==> src/lc3b_types.sv <==
package lc3b_types;

typedef logic [15:0] lc3b_word;
typedef logic [2:0] lc3b_reg;
typedef logic [2:0] lc3b_nzp;

// ir[15:12]
typedef enum logic [3:0] {
	op_br   = 4'b0000,
	op_add  = 4'b0001,
	op_ldb  = 4'b0010,
	op_stb  = 4'b0011,
	op_jsr  = 4'b0100,
	op_and  = 4'b0101,
	op_ldr  = 4'b0110,
	op_str  = 4'b0111,
	op_rti  = 4'b1000,
	op_not  = 4'b1001,
	op_ldi  = 4'b1010,
	op_sti  = 4'b1011,
	op_jmp  = 4'b1100,
	op_shf  = 4'b1101,
	op_lea  = 4'b1110,
	op_trap = 4'b1111
} lc3b_opcode;

typedef enum logic [1:0] {
	alu_add,
	alu_and,
	alu_not,
	alu_pass
} lc3b_alu_op;

typedef struct packed {
	lc3b_opcode opcode;
	lc3b_alu_op alu_op;
	logic imm_sel;
	logic load_reg;
	logic load_cc;
	logic mem_read;
	logic mem_write;
	logic is_br;
} lc3b_control_word;

typedef enum logic [1:0] {
	arb_idle,
	arb_inst,
	arb_data
} arb_state;

endpackage : lc3b_types
==> src/mem_port_if.sv <==
`timescale 1ns/1ps

interface mem_port_if;
	import lc3b_types::*;

	lc3b_word address;
	logic read;
	logic write;
	lc3b_word wdata;
	lc3b_word rdata;
	logic resp;

	modport requester (
		output address, read, write, wdata,
		input rdata, resp
	);

	modport responder (
		input address, read, write, wdata,
		output rdata, resp
	);
endinterface : mem_port_if

==> src/mp3.sv <==
`timescale 1ns/1ps

module mp3 #(
	parameter lc3b_types::lc3b_word reset_pc = 16'h0000
) (
	input logic clk,
	input logic reset,
	input logic pmem_resp,
	input lc3b_types::lc3b_word pmem_rdata,
	output logic pmem_read,
	output logic pmem_write,
	output lc3b_types::lc3b_word pmem_address,
	output lc3b_types::lc3b_word pmem_wdata
);
	import lc3b_types::*;

	logic load_regs;
	logic inst_wait;
	logic data_wait;
	logic stall;
	logic br_taken;
	lc3b_word br_target;

	// fetch/decode
	lc3b_word f_de_npc;
	lc3b_word f_de_ir;
	logic f_de_valid;

	// decode/execute
	lc3b_word de_ex_npc;
	lc3b_control_word de_ex_cw;
	lc3b_word de_ex_ir;
	lc3b_word de_ex_sr1;
	lc3b_word de_ex_sr2;
	lc3b_nzp de_ex_cc;
	lc3b_reg de_ex_dr;
	logic de_ex_valid;

	// execute/memory
	lc3b_word ex_mem_address;
	lc3b_control_word ex_mem_cw;
	lc3b_word ex_mem_result;
	lc3b_reg ex_mem_dr;
	logic ex_mem_valid;

	// memory/write-back
	lc3b_word mem_wb_data;
	lc3b_control_word mem_wb_cw;
	lc3b_word mem_wb_result;
	lc3b_reg mem_wb_dr;
	logic mem_wb_valid;

	logic wb_load_reg;
	logic wb_load_cc;
	lc3b_reg wb_dest;
	lc3b_word wb_data;
	lc3b_nzp wb_cc;

	mem_port_if inst_port ();
	mem_port_if data_port ();

	// whole pipe waits on either memory side
	assign inst_wait = (inst_port.read || inst_port.write) && !inst_port.resp;
	assign data_wait = (data_port.read || data_port.write) && !data_port.resp;
	assign load_regs = !inst_wait && !data_wait;

	arbiter arbiter_int (
		.clk,
		.reset,
		.inst(inst_port),
		.data(data_port),
		.pmem_resp,
		.pmem_rdata,
		.pmem_read,
		.pmem_write,
		.pmem_address,
		.pmem_wdata
	);

	fetch #(.reset_pc(reset_pc)) fetch_int (
		.clk,
		.reset,
		.load_regs,
		.stall,
		.br_taken,
		.br_target,
		.port(inst_port),
		.npc(f_de_npc),
		.ir(f_de_ir),
		.valid(f_de_valid)
	);

	decode decode_int (
		.clk,
		.reset,
		.load_regs,
		.npc_in(f_de_npc),
		.ir_in(f_de_ir),
		.valid_in(f_de_valid),
		.flush(br_taken),
		.wb_load_reg,
		.wb_load_cc,
		.wb_dest,
		.wb_data,
		.wb_cc,
		.ex_dest(de_ex_dr),
		.ex_load_reg(de_ex_valid && de_ex_cw.load_reg),
		.ex_load_cc(de_ex_valid && de_ex_cw.load_cc),
		.mem_dest(ex_mem_dr),
		.mem_load_reg(ex_mem_valid && ex_mem_cw.load_reg),
		.mem_load_cc(ex_mem_valid && ex_mem_cw.load_cc),
		.npc(de_ex_npc),
		.cw(de_ex_cw),
		.ir(de_ex_ir),
		.sr1(de_ex_sr1),
		.sr2(de_ex_sr2),
		.cc(de_ex_cc),
		.dr(de_ex_dr),
		.valid(de_ex_valid),
		.stall
	);

	execute execute_int (
		.clk,
		.reset,
		.load_regs,
		.npc_in(de_ex_npc),
		.cw_in(de_ex_cw),
		.ir_in(de_ex_ir),
		.sr1(de_ex_sr1),
		.sr2(de_ex_sr2),
		.cc_in(de_ex_cc),
		.dr_in(de_ex_dr),
		.valid_in(de_ex_valid),
		.address(ex_mem_address),
		.cw(ex_mem_cw),
		.result(ex_mem_result),
		.dr(ex_mem_dr),
		.valid(ex_mem_valid),
		.br_taken,
		.br_target
	);

	mem mem_int (
		.clk,
		.reset,
		.load_regs,
		.address_in(ex_mem_address),
		.cw_in(ex_mem_cw),
		.result_in(ex_mem_result),
		.dr_in(ex_mem_dr),
		.valid_in(ex_mem_valid),
		.port(data_port),
		.data(mem_wb_data),
		.cw(mem_wb_cw),
		.result(mem_wb_result),
		.dr(mem_wb_dr),
		.valid(mem_wb_valid)
	);

	write_back write_back_int (
		.cw(mem_wb_cw),
		.data(mem_wb_data),
		.result(mem_wb_result),
		.dr(mem_wb_dr),
		.valid(mem_wb_valid),
		.load_reg(wb_load_reg),
		.load_cc(wb_load_cc),
		.dest(wb_dest),
		.reg_data(wb_data),
		.cc_data(wb_cc)
	);

endmodule : mp3

==> src/write_back.sv <==
`timescale 1ns/1ps

module write_back (
	input lc3b_types::lc3b_control_word cw,
	input lc3b_types::lc3b_word data,
	input lc3b_types::lc3b_word result,
	input lc3b_types::lc3b_reg dr,
	input logic valid,
	output logic load_reg,
	output logic load_cc,
	output lc3b_types::lc3b_reg dest,
	output lc3b_types::lc3b_word reg_data,
	output lc3b_types::lc3b_nzp cc_data
);
	import lc3b_types::*;

	assign reg_data = cw.mem_read ? data : result;

	// n, z, p from the written value
	always_comb begin
		if (reg_data[15])
			cc_data = 3'b100;
		else if (reg_data == '0)
			cc_data = 3'b010;
		else
			cc_data = 3'b001;
	end

	assign load_reg = valid && cw.load_reg;
	assign load_cc = valid && cw.load_cc;
	assign dest = dr;

endmodule : write_back

==> src/mem.sv <==
`timescale 1ns/1ps

module mem (
	input logic clk,
	input logic reset,
	input logic load_regs,
	input lc3b_types::lc3b_word address_in,
	input lc3b_types::lc3b_control_word cw_in,
	input lc3b_types::lc3b_word result_in,
	input lc3b_types::lc3b_reg dr_in,
	input logic valid_in,
	mem_port_if.requester port,
	output lc3b_types::lc3b_word data,
	output lc3b_types::lc3b_control_word cw,
	output lc3b_types::lc3b_word result,
	output lc3b_types::lc3b_reg dr,
	output logic valid
);
	import lc3b_types::*;

	logic done;
	lc3b_word rdata_hold;

	assign port.address = address_in;
	assign port.wdata = result_in;
	assign port.read = valid_in && cw_in.mem_read && !done;
	assign port.write = valid_in && cw_in.mem_write && !done;

	// access finished but the pipe has not moved yet
	always_ff @(posedge clk) begin
		if (reset)
			done <= 1'b0;
		else if (load_regs)
			done <= 1'b0;
		else if (port.resp)
			done <= 1'b1;
	end

	always_ff @(posedge clk) begin
		if (port.resp)
			rdata_hold <= port.rdata;
	end

	always_ff @(posedge clk) begin
		if (reset) begin
			valid <= 1'b0;
		end else if (load_regs) begin
			valid <= valid_in;
			data <= port.resp ? port.rdata : rdata_hold;
			cw <= cw_in;
			result <= result_in;
			dr <= dr_in;
		end
	end

endmodule : mem

==> src/execute.sv <==
`timescale 1ns/1ps

module execute (
	input logic clk,
	input logic reset,
	input logic load_regs,
	input lc3b_types::lc3b_word npc_in,
	input lc3b_types::lc3b_control_word cw_in,
	input lc3b_types::lc3b_word ir_in,
	input lc3b_types::lc3b_word sr1,
	input lc3b_types::lc3b_word sr2,
	input lc3b_types::lc3b_nzp cc_in,
	input lc3b_types::lc3b_reg dr_in,
	input logic valid_in,
	output lc3b_types::lc3b_word address,
	output lc3b_types::lc3b_control_word cw,
	output lc3b_types::lc3b_word result,
	output lc3b_types::lc3b_reg dr,
	output logic valid,
	output logic br_taken,
	output lc3b_types::lc3b_word br_target
);
	import lc3b_types::*;

	lc3b_word imm5;
	lc3b_word off6;
	lc3b_word off9;
	lc3b_word alu_b;
	lc3b_word alu_out;
	lc3b_word addr;

	assign imm5 = {{11{ir_in[4]}}, ir_in[4:0]};
	// word offsets
	assign off6 = {{9{ir_in[5]}}, ir_in[5:0], 1'b0};
	assign off9 = {{6{ir_in[8]}}, ir_in[8:0], 1'b0};

	assign alu_b = cw_in.imm_sel ? imm5 : sr2;

	always_comb begin
		case (cw_in.alu_op)
			alu_add: alu_out = sr1 + alu_b;
			alu_and: alu_out = sr1 & alu_b;
			alu_not: alu_out = ~sr1;
			alu_pass: alu_out = alu_b;
			default: alu_out = alu_b;
		endcase
	end

	always_comb begin
		case (cw_in.opcode)
			op_ldr, op_str: addr = sr1 + off6;
			default: addr = npc_in + off9;
		endcase
	end

	assign br_taken = valid_in && cw_in.is_br && |(cc_in & ir_in[11:9]);
	assign br_target = addr;

	always_ff @(posedge clk) begin
		if (reset) begin
			valid <= 1'b0;
		end else if (load_regs) begin
			valid <= valid_in;
			address <= addr;
			cw <= cw_in;
			// store data rides along here too
			result <= alu_out;
			dr <= dr_in;
		end
	end

endmodule : execute

==> src/decode.sv <==
`timescale 1ns/1ps

module decode (
	input logic clk,
	input logic reset,
	input logic load_regs,
	input lc3b_types::lc3b_word npc_in,
	input lc3b_types::lc3b_word ir_in,
	input logic valid_in,
	input logic flush,
	input logic wb_load_reg,
	input logic wb_load_cc,
	input lc3b_types::lc3b_reg wb_dest,
	input lc3b_types::lc3b_word wb_data,
	input lc3b_types::lc3b_nzp wb_cc,
	input lc3b_types::lc3b_reg ex_dest,
	input logic ex_load_reg,
	input logic ex_load_cc,
	input lc3b_types::lc3b_reg mem_dest,
	input logic mem_load_reg,
	input logic mem_load_cc,
	output lc3b_types::lc3b_word npc,
	output lc3b_types::lc3b_control_word cw,
	output lc3b_types::lc3b_word ir,
	output lc3b_types::lc3b_word sr1,
	output lc3b_types::lc3b_word sr2,
	output lc3b_types::lc3b_nzp cc,
	output lc3b_types::lc3b_reg dr,
	output logic valid,
	output logic stall
);
	import lc3b_types::*;

	lc3b_opcode opcode;
	lc3b_control_word ctrl;
	lc3b_reg src_a;
	lc3b_reg src_b;
	lc3b_word reg_a;
	lc3b_word reg_b;
	lc3b_nzp cc_reg;
	logic use_a;
	logic use_b;
	logic use_cc;
	logic hit_a;
	logic hit_b;
	logic hit_cc;

	regfile regfile_int (
		.clk,
		.reset,
		.load(wb_load_reg),
		.dest(wb_dest),
		.in(wb_data),
		.src_a,
		.src_b,
		.reg_a,
		.reg_b
	);

	assign opcode = lc3b_opcode'(ir_in[15:12]);
	assign src_a = ir_in[8:6];
	// str reads its data register through port b
	assign src_b = (opcode == op_str) ? ir_in[11:9] : ir_in[2:0];

	always_comb begin
		ctrl = '0;
		ctrl.opcode = opcode;
		ctrl.alu_op = alu_pass;
		use_a = 1'b0;
		use_b = 1'b0;
		use_cc = 1'b0;
		case (opcode)
			op_add, op_and: begin
				ctrl.alu_op = (opcode == op_add) ? alu_add : alu_and;
				ctrl.imm_sel = ir_in[5];
				ctrl.load_reg = 1'b1;
				ctrl.load_cc = 1'b1;
				use_a = 1'b1;
				use_b = ~ir_in[5];
			end
			op_not: begin
				ctrl.alu_op = alu_not;
				ctrl.load_reg = 1'b1;
				ctrl.load_cc = 1'b1;
				use_a = 1'b1;
			end
			op_ldr: begin
				ctrl.load_reg = 1'b1;
				ctrl.load_cc = 1'b1;
				ctrl.mem_read = 1'b1;
				use_a = 1'b1;
			end
			op_str: begin
				ctrl.mem_write = 1'b1;
				use_a = 1'b1;
				use_b = 1'b1;
			end
			op_br: begin
				ctrl.is_br = 1'b1;
				use_cc = 1'b1;
			end
			// anything else passes through as a no-op
			default: ;
		endcase
	end

	// pending writers further down the pipe
	assign hit_a = (ex_load_reg && src_a == ex_dest) || (mem_load_reg && src_a == mem_dest) ||
		(wb_load_reg && src_a == wb_dest);
	assign hit_b = (ex_load_reg && src_b == ex_dest) || (mem_load_reg && src_b == mem_dest) ||
		(wb_load_reg && src_b == wb_dest);
	assign hit_cc = ex_load_cc || mem_load_cc || wb_load_cc;

	assign stall = valid_in && ((use_a && hit_a) || (use_b && hit_b) || (use_cc && hit_cc));

	// registers come out of reset at zero, so z
	always_ff @(posedge clk) begin
		if (reset)
			cc_reg <= 3'b010;
		else if (wb_load_cc)
			cc_reg <= wb_cc;
	end

	always_ff @(posedge clk) begin
		if (reset) begin
			valid <= 1'b0;
		end else if (load_regs) begin
			valid <= valid_in && !stall && !flush;
			npc <= npc_in;
			cw <= ctrl;
			ir <= ir_in;
			sr1 <= reg_a;
			sr2 <= reg_b;
			cc <= cc_reg;
			dr <= ir_in[11:9];
		end
	end

endmodule : decode

==> src/regfile.sv <==
`timescale 1ns/1ps

module regfile (
	input logic clk,
	input logic reset,
	input logic load,
	input lc3b_types::lc3b_reg dest,
	input lc3b_types::lc3b_word in,
	input lc3b_types::lc3b_reg src_a,
	input lc3b_types::lc3b_reg src_b,
	output lc3b_types::lc3b_word reg_a,
	output lc3b_types::lc3b_word reg_b
);
	import lc3b_types::*;

	lc3b_word data [8];

	always_ff @(posedge clk) begin
		if (reset) begin
			for (int i = 0; i < 8; i++)
				data[i] <= '0;
		end else if (load) begin
			data[dest] <= in;
		end
	end

	assign reg_a = data[src_a];
	assign reg_b = data[src_b];

endmodule : regfile

==> src/fetch.sv <==
`timescale 1ns/1ps

module fetch #(
	parameter lc3b_types::lc3b_word reset_pc = 16'h0000
) (
	input logic clk,
	input logic reset,
	input logic load_regs,
	input logic stall,
	input logic br_taken,
	input lc3b_types::lc3b_word br_target,
	mem_port_if.requester port,
	output lc3b_types::lc3b_word npc,
	output lc3b_types::lc3b_word ir,
	output logic valid
);
	import lc3b_types::*;

	lc3b_word pc;
	lc3b_word hold_ir;
	logic hold_valid;
	lc3b_word word;

	// keep reading until a word is parked
	assign port.address = pc;
	assign port.read = ~hold_valid;
	assign port.write = 1'b0;
	assign port.wdata = '0;

	assign word = hold_valid ? hold_ir : port.rdata;

	// with load_regs high the word is either parked or arriving now
	always_ff @(posedge clk) begin
		if (reset) begin
			pc <= reset_pc;
			valid <= 1'b0;
			hold_valid <= 1'b0;
		end else if (load_regs && br_taken) begin
			pc <= br_target;
			valid <= 1'b0;
			hold_valid <= 1'b0;
		end else if (load_regs && !stall) begin
			pc <= pc + 16'd2;
			npc <= pc + 16'd2;
			ir <= word;
			valid <= 1'b1;
			hold_valid <= 1'b0;
		end else if (port.resp) begin
			hold_ir <= port.rdata;
			hold_valid <= 1'b1;
		end
	end

endmodule : fetch

==> src/arbiter.sv <==
`timescale 1ns/1ps

module arbiter (
	input logic clk,
	input logic reset,
	mem_port_if.responder inst,
	mem_port_if.responder data,
	input logic pmem_resp,
	input lc3b_types::lc3b_word pmem_rdata,
	output logic pmem_read,
	output logic pmem_write,
	output lc3b_types::lc3b_word pmem_address,
	output lc3b_types::lc3b_word pmem_wdata
);
	import lc3b_types::*;

	arb_state state;
	arb_state next_state;

	// data side wins when both are pending
	always_comb begin
		next_state = state;
		case (state)
			arb_idle: begin
				if (data.read || data.write)
					next_state = arb_data;
				else if (inst.read)
					next_state = arb_inst;
			end
			arb_inst, arb_data: begin
				if (pmem_resp)
					next_state = arb_idle;
			end
			default: next_state = arb_idle;
		endcase
	end

	always_ff @(posedge clk) begin
		if (reset)
			state <= arb_idle;
		else
			state <= next_state;
	end

	assign pmem_read = ((state == arb_inst) && inst.read) || ((state == arb_data) && data.read);
	assign pmem_write = (state == arb_data) && data.write;
	assign pmem_address = (state == arb_data) ? data.address : inst.address;
	assign pmem_wdata = data.wdata;

	// response only reaches the granted side
	assign inst.resp = (state == arb_inst) && pmem_resp;
	assign data.resp = (state == arb_data) && pmem_resp;
	assign inst.rdata = pmem_rdata;
	assign data.rdata = pmem_rdata;

endmodule : arbiter

==> config.mk <==
export PLATFORM = sky130hd
export DESIGN_NAME = mp3
export DESIGN_NICKNAME = d
export VERILOG_FILES = /design/src/lc3b_types.sv /design/src/mem_port_if.sv /design/src/mp3.sv /design/src/write_back.sv /design/src/mem.sv /design/src/execute.sv /design/src/decode.sv /design/src/regfile.sv /design/src/fetch.sv /design/src/arbiter.sv
export SDC_FILE = /design/constraint.sdc
export NUM_CORES = 1
export LEC_CHECK = 0
export BUFFER_PORTS_ARGS = -buffer_cell sky130_fd_sc_hd__buf_2
export CORE_ASPECT_RATIO = 0.75
export CORE_MARGIN = 2
export CORE_UTILIZATION = 65
export DETAILED_ROUTE_END_ITERATION = 10
export GPL_TIMING_DRIVEN = 0
export MAX_ROUTING_LAYER = met4
export PLACE_DENSITY = 0.93
export SLEW_MARGIN = 20
export SYNTH_ARGS = -nofsm -noshare
export SYNTH_HDL_FRONTEND = slang
export SYNTH_SLANG_ARGS = --single-unit
==> constraint.sdc <==
create_clock -name clk -period 24.7 [get_ports clk]
set_clock_uncertainty 0.1 [all_clocks]
set_input_delay 0 -clock clk [delete_from_list [all_inputs] [get_ports clk]]
set_output_delay 0 -clock clk [all_outputs]
set_load 0.01 [all_outputs]
== After elaboration in Yosys (flattened, before gate mapping) ==
Memory sizes are Yosys's and may differ from the RTL's. A register that Yosys moved wholly into a read port is not among the register bits.
Cells that the tools add are included.
W data, S select, Z words.

* Flip-flop bits (word level): 214
* Bits in writable memories: 128
* Input bits: 19
* Output and inout port bits: 34
* Logic and storage cells: 173
* Memories kept: 1

* Add/sub/neg operators: 4
* Eq/ne operators: 20
* Mux-type cells: 32
* Bitwise gates (word level): 8
* Reductions and logical operators: 70

{| class="wikitable"
|+ Memories
! name !! words !! bits a word !! rd ports !! clocked after memory_dff !! wr ports !! RTL line !! source
|-
| decode_int.regfile_int.data || 8 || 16 || 2 || 2 || 8 || regfile.sv:16 || <nowiki>lc3b_word data [8];</nowiki>
|}

{| class="wikitable"
|+ Operators by type and width
! operator !! number
|-
| $mux W16 || 9
|-
| $pmux W16 S4 || 1
|-
| $add A16 B16 Y16 || 3
|-
| $logic_and A1 B1 Y1 || 34
|-
| $eq A4 B3 Y1 const B || 5
|-
| $eq A3 B3 Y1 || 6
|-
| $add A16 B2 Y16 const B || 1
|-
| $and A16 B16 Y16 || 1
|-
| $logic_not A16 Y1 || 1
|-
| $not A16 Y16 || 1
|-
| $reduce_or A16 Y1 || 1
|-
| $mux W1 || 11
|-
| $logic_or A1 B1 Y1 || 10
|-
| $mux W2 || 5
|-
| $reduce_or A2 Y1 || 5
|-
| $mux W3 || 3
|-
| $pmux W2 S2 || 2
|-
| $logic_not A1 Y1 || 7
|-
| $eq A2 B2 Y1 const B || 3
|-
| $reduce_or A3 Y1 || 2
|-
| $not A1 Y1 || 5
|-
| $reduce_or A5 Y1 || 1
|-
| $eq A2 B1 Y1 const B || 2
|-
| $eq A4 B1 Y1 const B || 1
|-
| 12 further kinds || 14
|}

== Depth between registers and ports, before layout ==
* Word-level depth: 14
* Mapped depth: 13
* Mapped depth without buffers: 12

== By module ==
From an unflattened synthesis, not the netlist that was laid out.

* Cells, all modules: 1481
* Area total of the unflattened synthesis: 20430.8 um^2

{| class="wikitable"
|+ Modules (own cells, without submodules)
! module !! times used !! cells an instance !! area each (um^2) !! seq. area each (um^2)
|-
| regfile || 1 || 430 || 7000.5 || 3843.7
|-
| execute || 1 || 401 || 4087.7 || 1431.4
|-
| decode || 1 || 168 || 3000.4 || 2302.2
|-
| fetch || 1 || 228 || 2881.5 || 1801.7
|-
| mem || 1 || 122 || 2303.5 || 1771.7
|-
| arbiter || 1 || 87 || 769.5 || 40.0
|-
| write_back || 1 || 38 || 346.6 || 0.0
|-
| mp3 || 1 || 7 || 41.3 || 0.0
|}

== Worst setup path before layout ==
No wires, ideal clock.

* Path type: register to register
* Start point: register arbiter_int.state[0]
* End point: register decode_int.cc[0], enable pin
* Library setup time: 658 ps
* Data arrival time: 7155 ps
* Data required time: 23942 ps
* Path slack: 16787 ps
* Cell stages (with the launch flop): 6
* Path buffers: 0
* Clock period less this slack: 7913 ps
* Cells stage by stage: dfxtp_1 inv_1 ha_1 nand2_1 a21o_1 nor2_1

* Cells in the longest elaborated chain, start to end: 7
* Elaborated cells on any way between the ends: 12
* Classes of those cells: eq/ne: 2; reduce/logical: 10

{| class="wikitable"
|+ RTL lines
! element !! RTL line !! source
|-
| start: declaration || arbiter.sv:17 || <nowiki>arb_state state;</nowiki>
|-
| start signal: assignment || arbiter.sv:40 || <nowiki>state <= arb_idle;</nowiki>
|-
| start signal: assignment || arbiter.sv:42 || <nowiki>state <= next_state;</nowiki>
|-
| $eq A2 B1 Y1 or $eq A2 B2 Y1 (tied branches) || arbiter.sv:51, arbiter.sv:52 ||
|-
| $logic_and A1 B1 Y1, on equally long branches || arbiter.sv:51, arbiter.sv:52 ||
|-
| $logic_not A1 Y1, on equally long branches || mp3.sv:63, mp3.sv:64 ||
|-
| $logic_and A1 B1 Y1, on equally long branches || mp3.sv:63, mp3.sv:64 ||
|-
| $logic_not A1 Y1 || mp3.sv:65 || <nowiki>assign load_regs = !inst_wait && !data_wait;</nowiki>
|-
| $logic_and A1 B1 Y1 (*) || mp3.sv:65 ||
|-
| $reduce_and A2 Y1 (no line) (*) || -- ||
|-
| end signal: assignment || decode.sv:134 || <nowiki>cc <= cc_reg;</nowiki>
|-
| end: declaration || decode.sv:27 || <nowiki>output lc3b_types::lc3b_nzp cc,</nowiki>
|}

Mark *: on every way between the ends. The rest lies on a longest branch, timed or not.
A chain may end at the register's enable or synchronous reset.

== Final worst setup path ==
* Start point: register, netlist name mem_int.cw[2]
* End point: register decode_int.cc_reg[0]

* Cells in the longest elaborated chain, start to end: 4

{| class="wikitable"
|+ RTL lines
! element !! RTL line !! source
|-
| $mux W16 (*) || write_back.sv:17 || <nowiki>assign reg_data = cw.mem_read ? data : result;</nowiki>
|-
| $logic_not A16 Y1 || write_back.sv:23 || <nowiki>else if (reg_data == '0)</nowiki>
|-
| $mux W2 || write_back.sv:23 ||
|-
| $mux W3 (*) || write_back.sv:21 || <nowiki>if (reg_data[15])</nowiki>
|-
| end signal: assignment || decode.sv:121 || <nowiki>cc_reg <= wb_cc;</nowiki>
|-
| end: declaration || decode.sv:40 || <nowiki>lc3b_nzp cc_reg;</nowiki>
|}

Marks and branches as above.

==> results.toml <==
[run_status]
outcome = "completed"

[timing]
max_freq_mhz = 244.1
worst_slack_ns = 20.60
finalHoldViolCount = 0
rsz0062_at_grt = "no"
setup_viol_count_final = 0
tns_ns = 0
fin_crit_sh_pct = 16.59
finalCriticalPeriod_ns = 4.097
worstMarginPinSlew_ns = 1.126
final_max_slew_viol_count = 0
max-slew-margin-rel_pct = 22.78

[die]
core_um2 = 27070
die_w_um = 195.9
start_util_pct = 66.35
dieArea_um2 = 28990
row_count = 52
die_h_um = 147.9
ios = 53

[setup_path]
critical_path.top_delay_family = "buffers and inverters"
crit_type = "flip-flop to flip-flop"
critPathBufInv = 2
crit_required_ns = 24.99
critPathMaxFanout = 10
critPathArrivalTime_ns = 4.39
cpMaxStageDelayCell = "mux2i_1"
endpoint_kind = "flip-flop"
cpPeakStageDelay_ns = 0.98
worstPathCellList = "clkbuf_1 -> clkbuf_1 -> mux2i_1 -> nand4_1 -> or4_1 -> a22oi_1 -> nor2_1"
cp_common_cell = "clkbuf_1"
startpoint_type = "flip-flop"

[yosys]
synth_top_area_share_pct = 54.18
synth_top_area_cell = "edfxtp_1"
avgSynthCellArea_um2 = 13.85
synth_common_cells = "edfxtp_1, nor2_1, mux2_2"
post-synth-top-count-cell = "edfxtp_1"
synth_cell_types = 69
synth_edf_count = 324
yosys_warnings = 0
synth.area.top_cells = "edfxtp_1, mux4_2, mux2_2"
ys_seq_elements = 367
ys_seq_area_share_pct = 58.97
synth_flop_cell = "edfxtp_1"
syn_nets = 1367
async_flop_share_pct = 0
synthCells = 1297
syn_area_um2 = 17960

[global_routing]
grt_pass1_vias = 12150
busiest_layer = "met2"
grt.overflow.total = 0
grtUsageTotal_pct = 34.36
grtUsageMet3_pct = 10.52
met2_usage_pct = 51.57
use_met1_pct = 44.91
grt_max_degree = 29
grt_pass1_wl_um = 71080
antenna_found_initial = 2

[final_layout]
final_cell_area_um2 = 20220
regMostFlops = "decode_int.regfile_int.data"
num-fill-cells = 1538
stdcell_count = 1792
synthToLayoutAreaGrowth_pct = 12.62
drive_gt1_share_pct = 21.06
final_nets = 1481
largest_reg_flops = 128

[min_path]
hold_path_class = "input pin to flip-flop"

[cts]
clock_latency_ns = 0.56
post_cts_buffers = 0
cts_resized = 0
clk_pin_slew_worst_paths_ns = 0.06
cts_tree = "yes"
cts_hold_buffers = 17
numClockSinks = 367
clock-root-buffer = "clkbuf_16"
htreeDepth = 2
clock_tree.buffer_depth = 3
cts_inserted_buffers = 37

[power]
p_leak_nw = 7.537
total_power_mw = 1.560
p_int_mw = 1.149
seqPwrFrac_pct = 47.7
power.density_nw_per_um2 = 77.13
irDropWorstVdd_uv = 62.16
p_clk_share_pct = 36.6
comb_power_share_pct = 15.7
p_sw_mw = 0.4106
p_sw_share_pct = 26.32

[route]
viasPerCell = 6.836
wl_per_cell_um = 26.37
dr_total_vias = 12250
ant_nets = 0
drt-total-wl_um = 47260
firstDrtPassIters = 8
drtIter0Drc = 1898
drcViolationCount = 0

[place]
gp_congestion = 0.9376
dpl.hpwl_um = 32240
numPortBuffers = 51
place_ws_ns = 20.89
dp_cells = 1706
place_area_um2 = 18830

[run]
maxCapViolations = 0
-- metrics by stage --
step	utilization (%)	hold WS [ns]
6_report	74.72	0.07101
5_1_grt	74.72	0.03990
4_1_cts	74.70	0.01294
3_5_place_dp	69.56	0.1097
3_3_place_gp	68.91	0.1091
2_1_floorplan	-	-0.001131
-- power groups by stage --
stage | clock (mW) | sequential [mW] | combinational [mW]
after floorplan | 0 | 0.749 | 0.163
after global routing | 0.593 | 0.746 | 0.258
final | 0.571 | 0.744 | 0.245
after detailed placement | 0 | 0.754 | 0.232
after global placement | 0 | 0.758 | 0.215
after CTS | 0.570 | 0.742 | 0.238
-- layer usage --
metal  vias up  part of all wire, %
li1       5149                    -
met1      5920                   37
met2      1023                   45
met3       158                   15
met4         0                  3.7
met5         -                    0
-- path summary, 6_finish.rpt --
path	slack, ns	cells after the start	to	start
hold reg to reg	0.32	0	decode_int.ir[3]$_DFFE_PP_	fetch_int.ir[3]$_DFFE_PP_
hold / removal	0.07	3	fetch_int.port.address[12]$_SDFFE_PP0P_	reset
setup reg to reg	20.60	7	decode_int.cc_reg[0]$_SDFFE_PP0P_	mem_int.cw[2]$_DFFE_PP_
setup / recovery	20.60	7	decode_int.cc_reg[0]$_SDFFE_PP0P_	mem_int.cw[2]$_DFFE_PP_
-- kinds of logic after synthesis --
group	count (synthesis)	share of synthesized area, %
flops	367	58.97
buf+inv	100	2.237
xor+xnor	73	3.560
compound gates	165	6.020
fa+ha+maj	51	3.679
mux	186	16.40
simple gates	355	9.128
-- worst register-to-register path, cell delays in order (launching register included) --
cell and delay [ns]:
edfxtp_1 0.39, clkbuf_1 0.51, clkbuf_1 0.83, mux2i_1 0.99, nand4_1 0.19, or4_1 0.66
a22oi_1 0.20, nor2_1 0.07
-- layout make-up --
type                    count  area, um^2  area share [%]
flip-flops and latches    367       10590           52.37
diodes                      2       5.005         0.02475
multi-input cells         830        6983           34.53
plain buffers              52       221.5           1.095
clock buffers              45       977.2           4.832
well taps                 351       439.2           2.172
repair buffers             75       583.1           2.883
inverters                  48       180.2          0.8909
clock inverters            22       244.0           1.206
-- layout by cell type (no fill, tap or decap), types with 6 or more instances in the layout --
master	netlist	layout
edfxtp_1	324	324
nor2_1	174	171
mux2_2	83	83
mux4_2	76	76
nand2_1	66	66
buf_2	4	55
o21ai_0	52	52
inv_1	48	48
ha_1	48	48
clkbuf_1	38	45
xor2_1	43	43
dfxtp_1	43	43
clkbuf_16	0	38
a21oi_1	34	34
xnor2_1	30	30
mux2i_1	24	24
nand3_1	19	19
nor3_1	19	19
dlygate4sd3_1	0	17
nor2b_1	14	14
nand2b_1	12	12
or3_1	12	12
and3_1	11	11
a31oi_1	9	9
a211oi_1	9	9
a21o_1	8	8
clkinv_2	0	7
or2_2	6	6
clkinv_1	0	6
No activity file was read; power rests on OpenSTA's default activity.
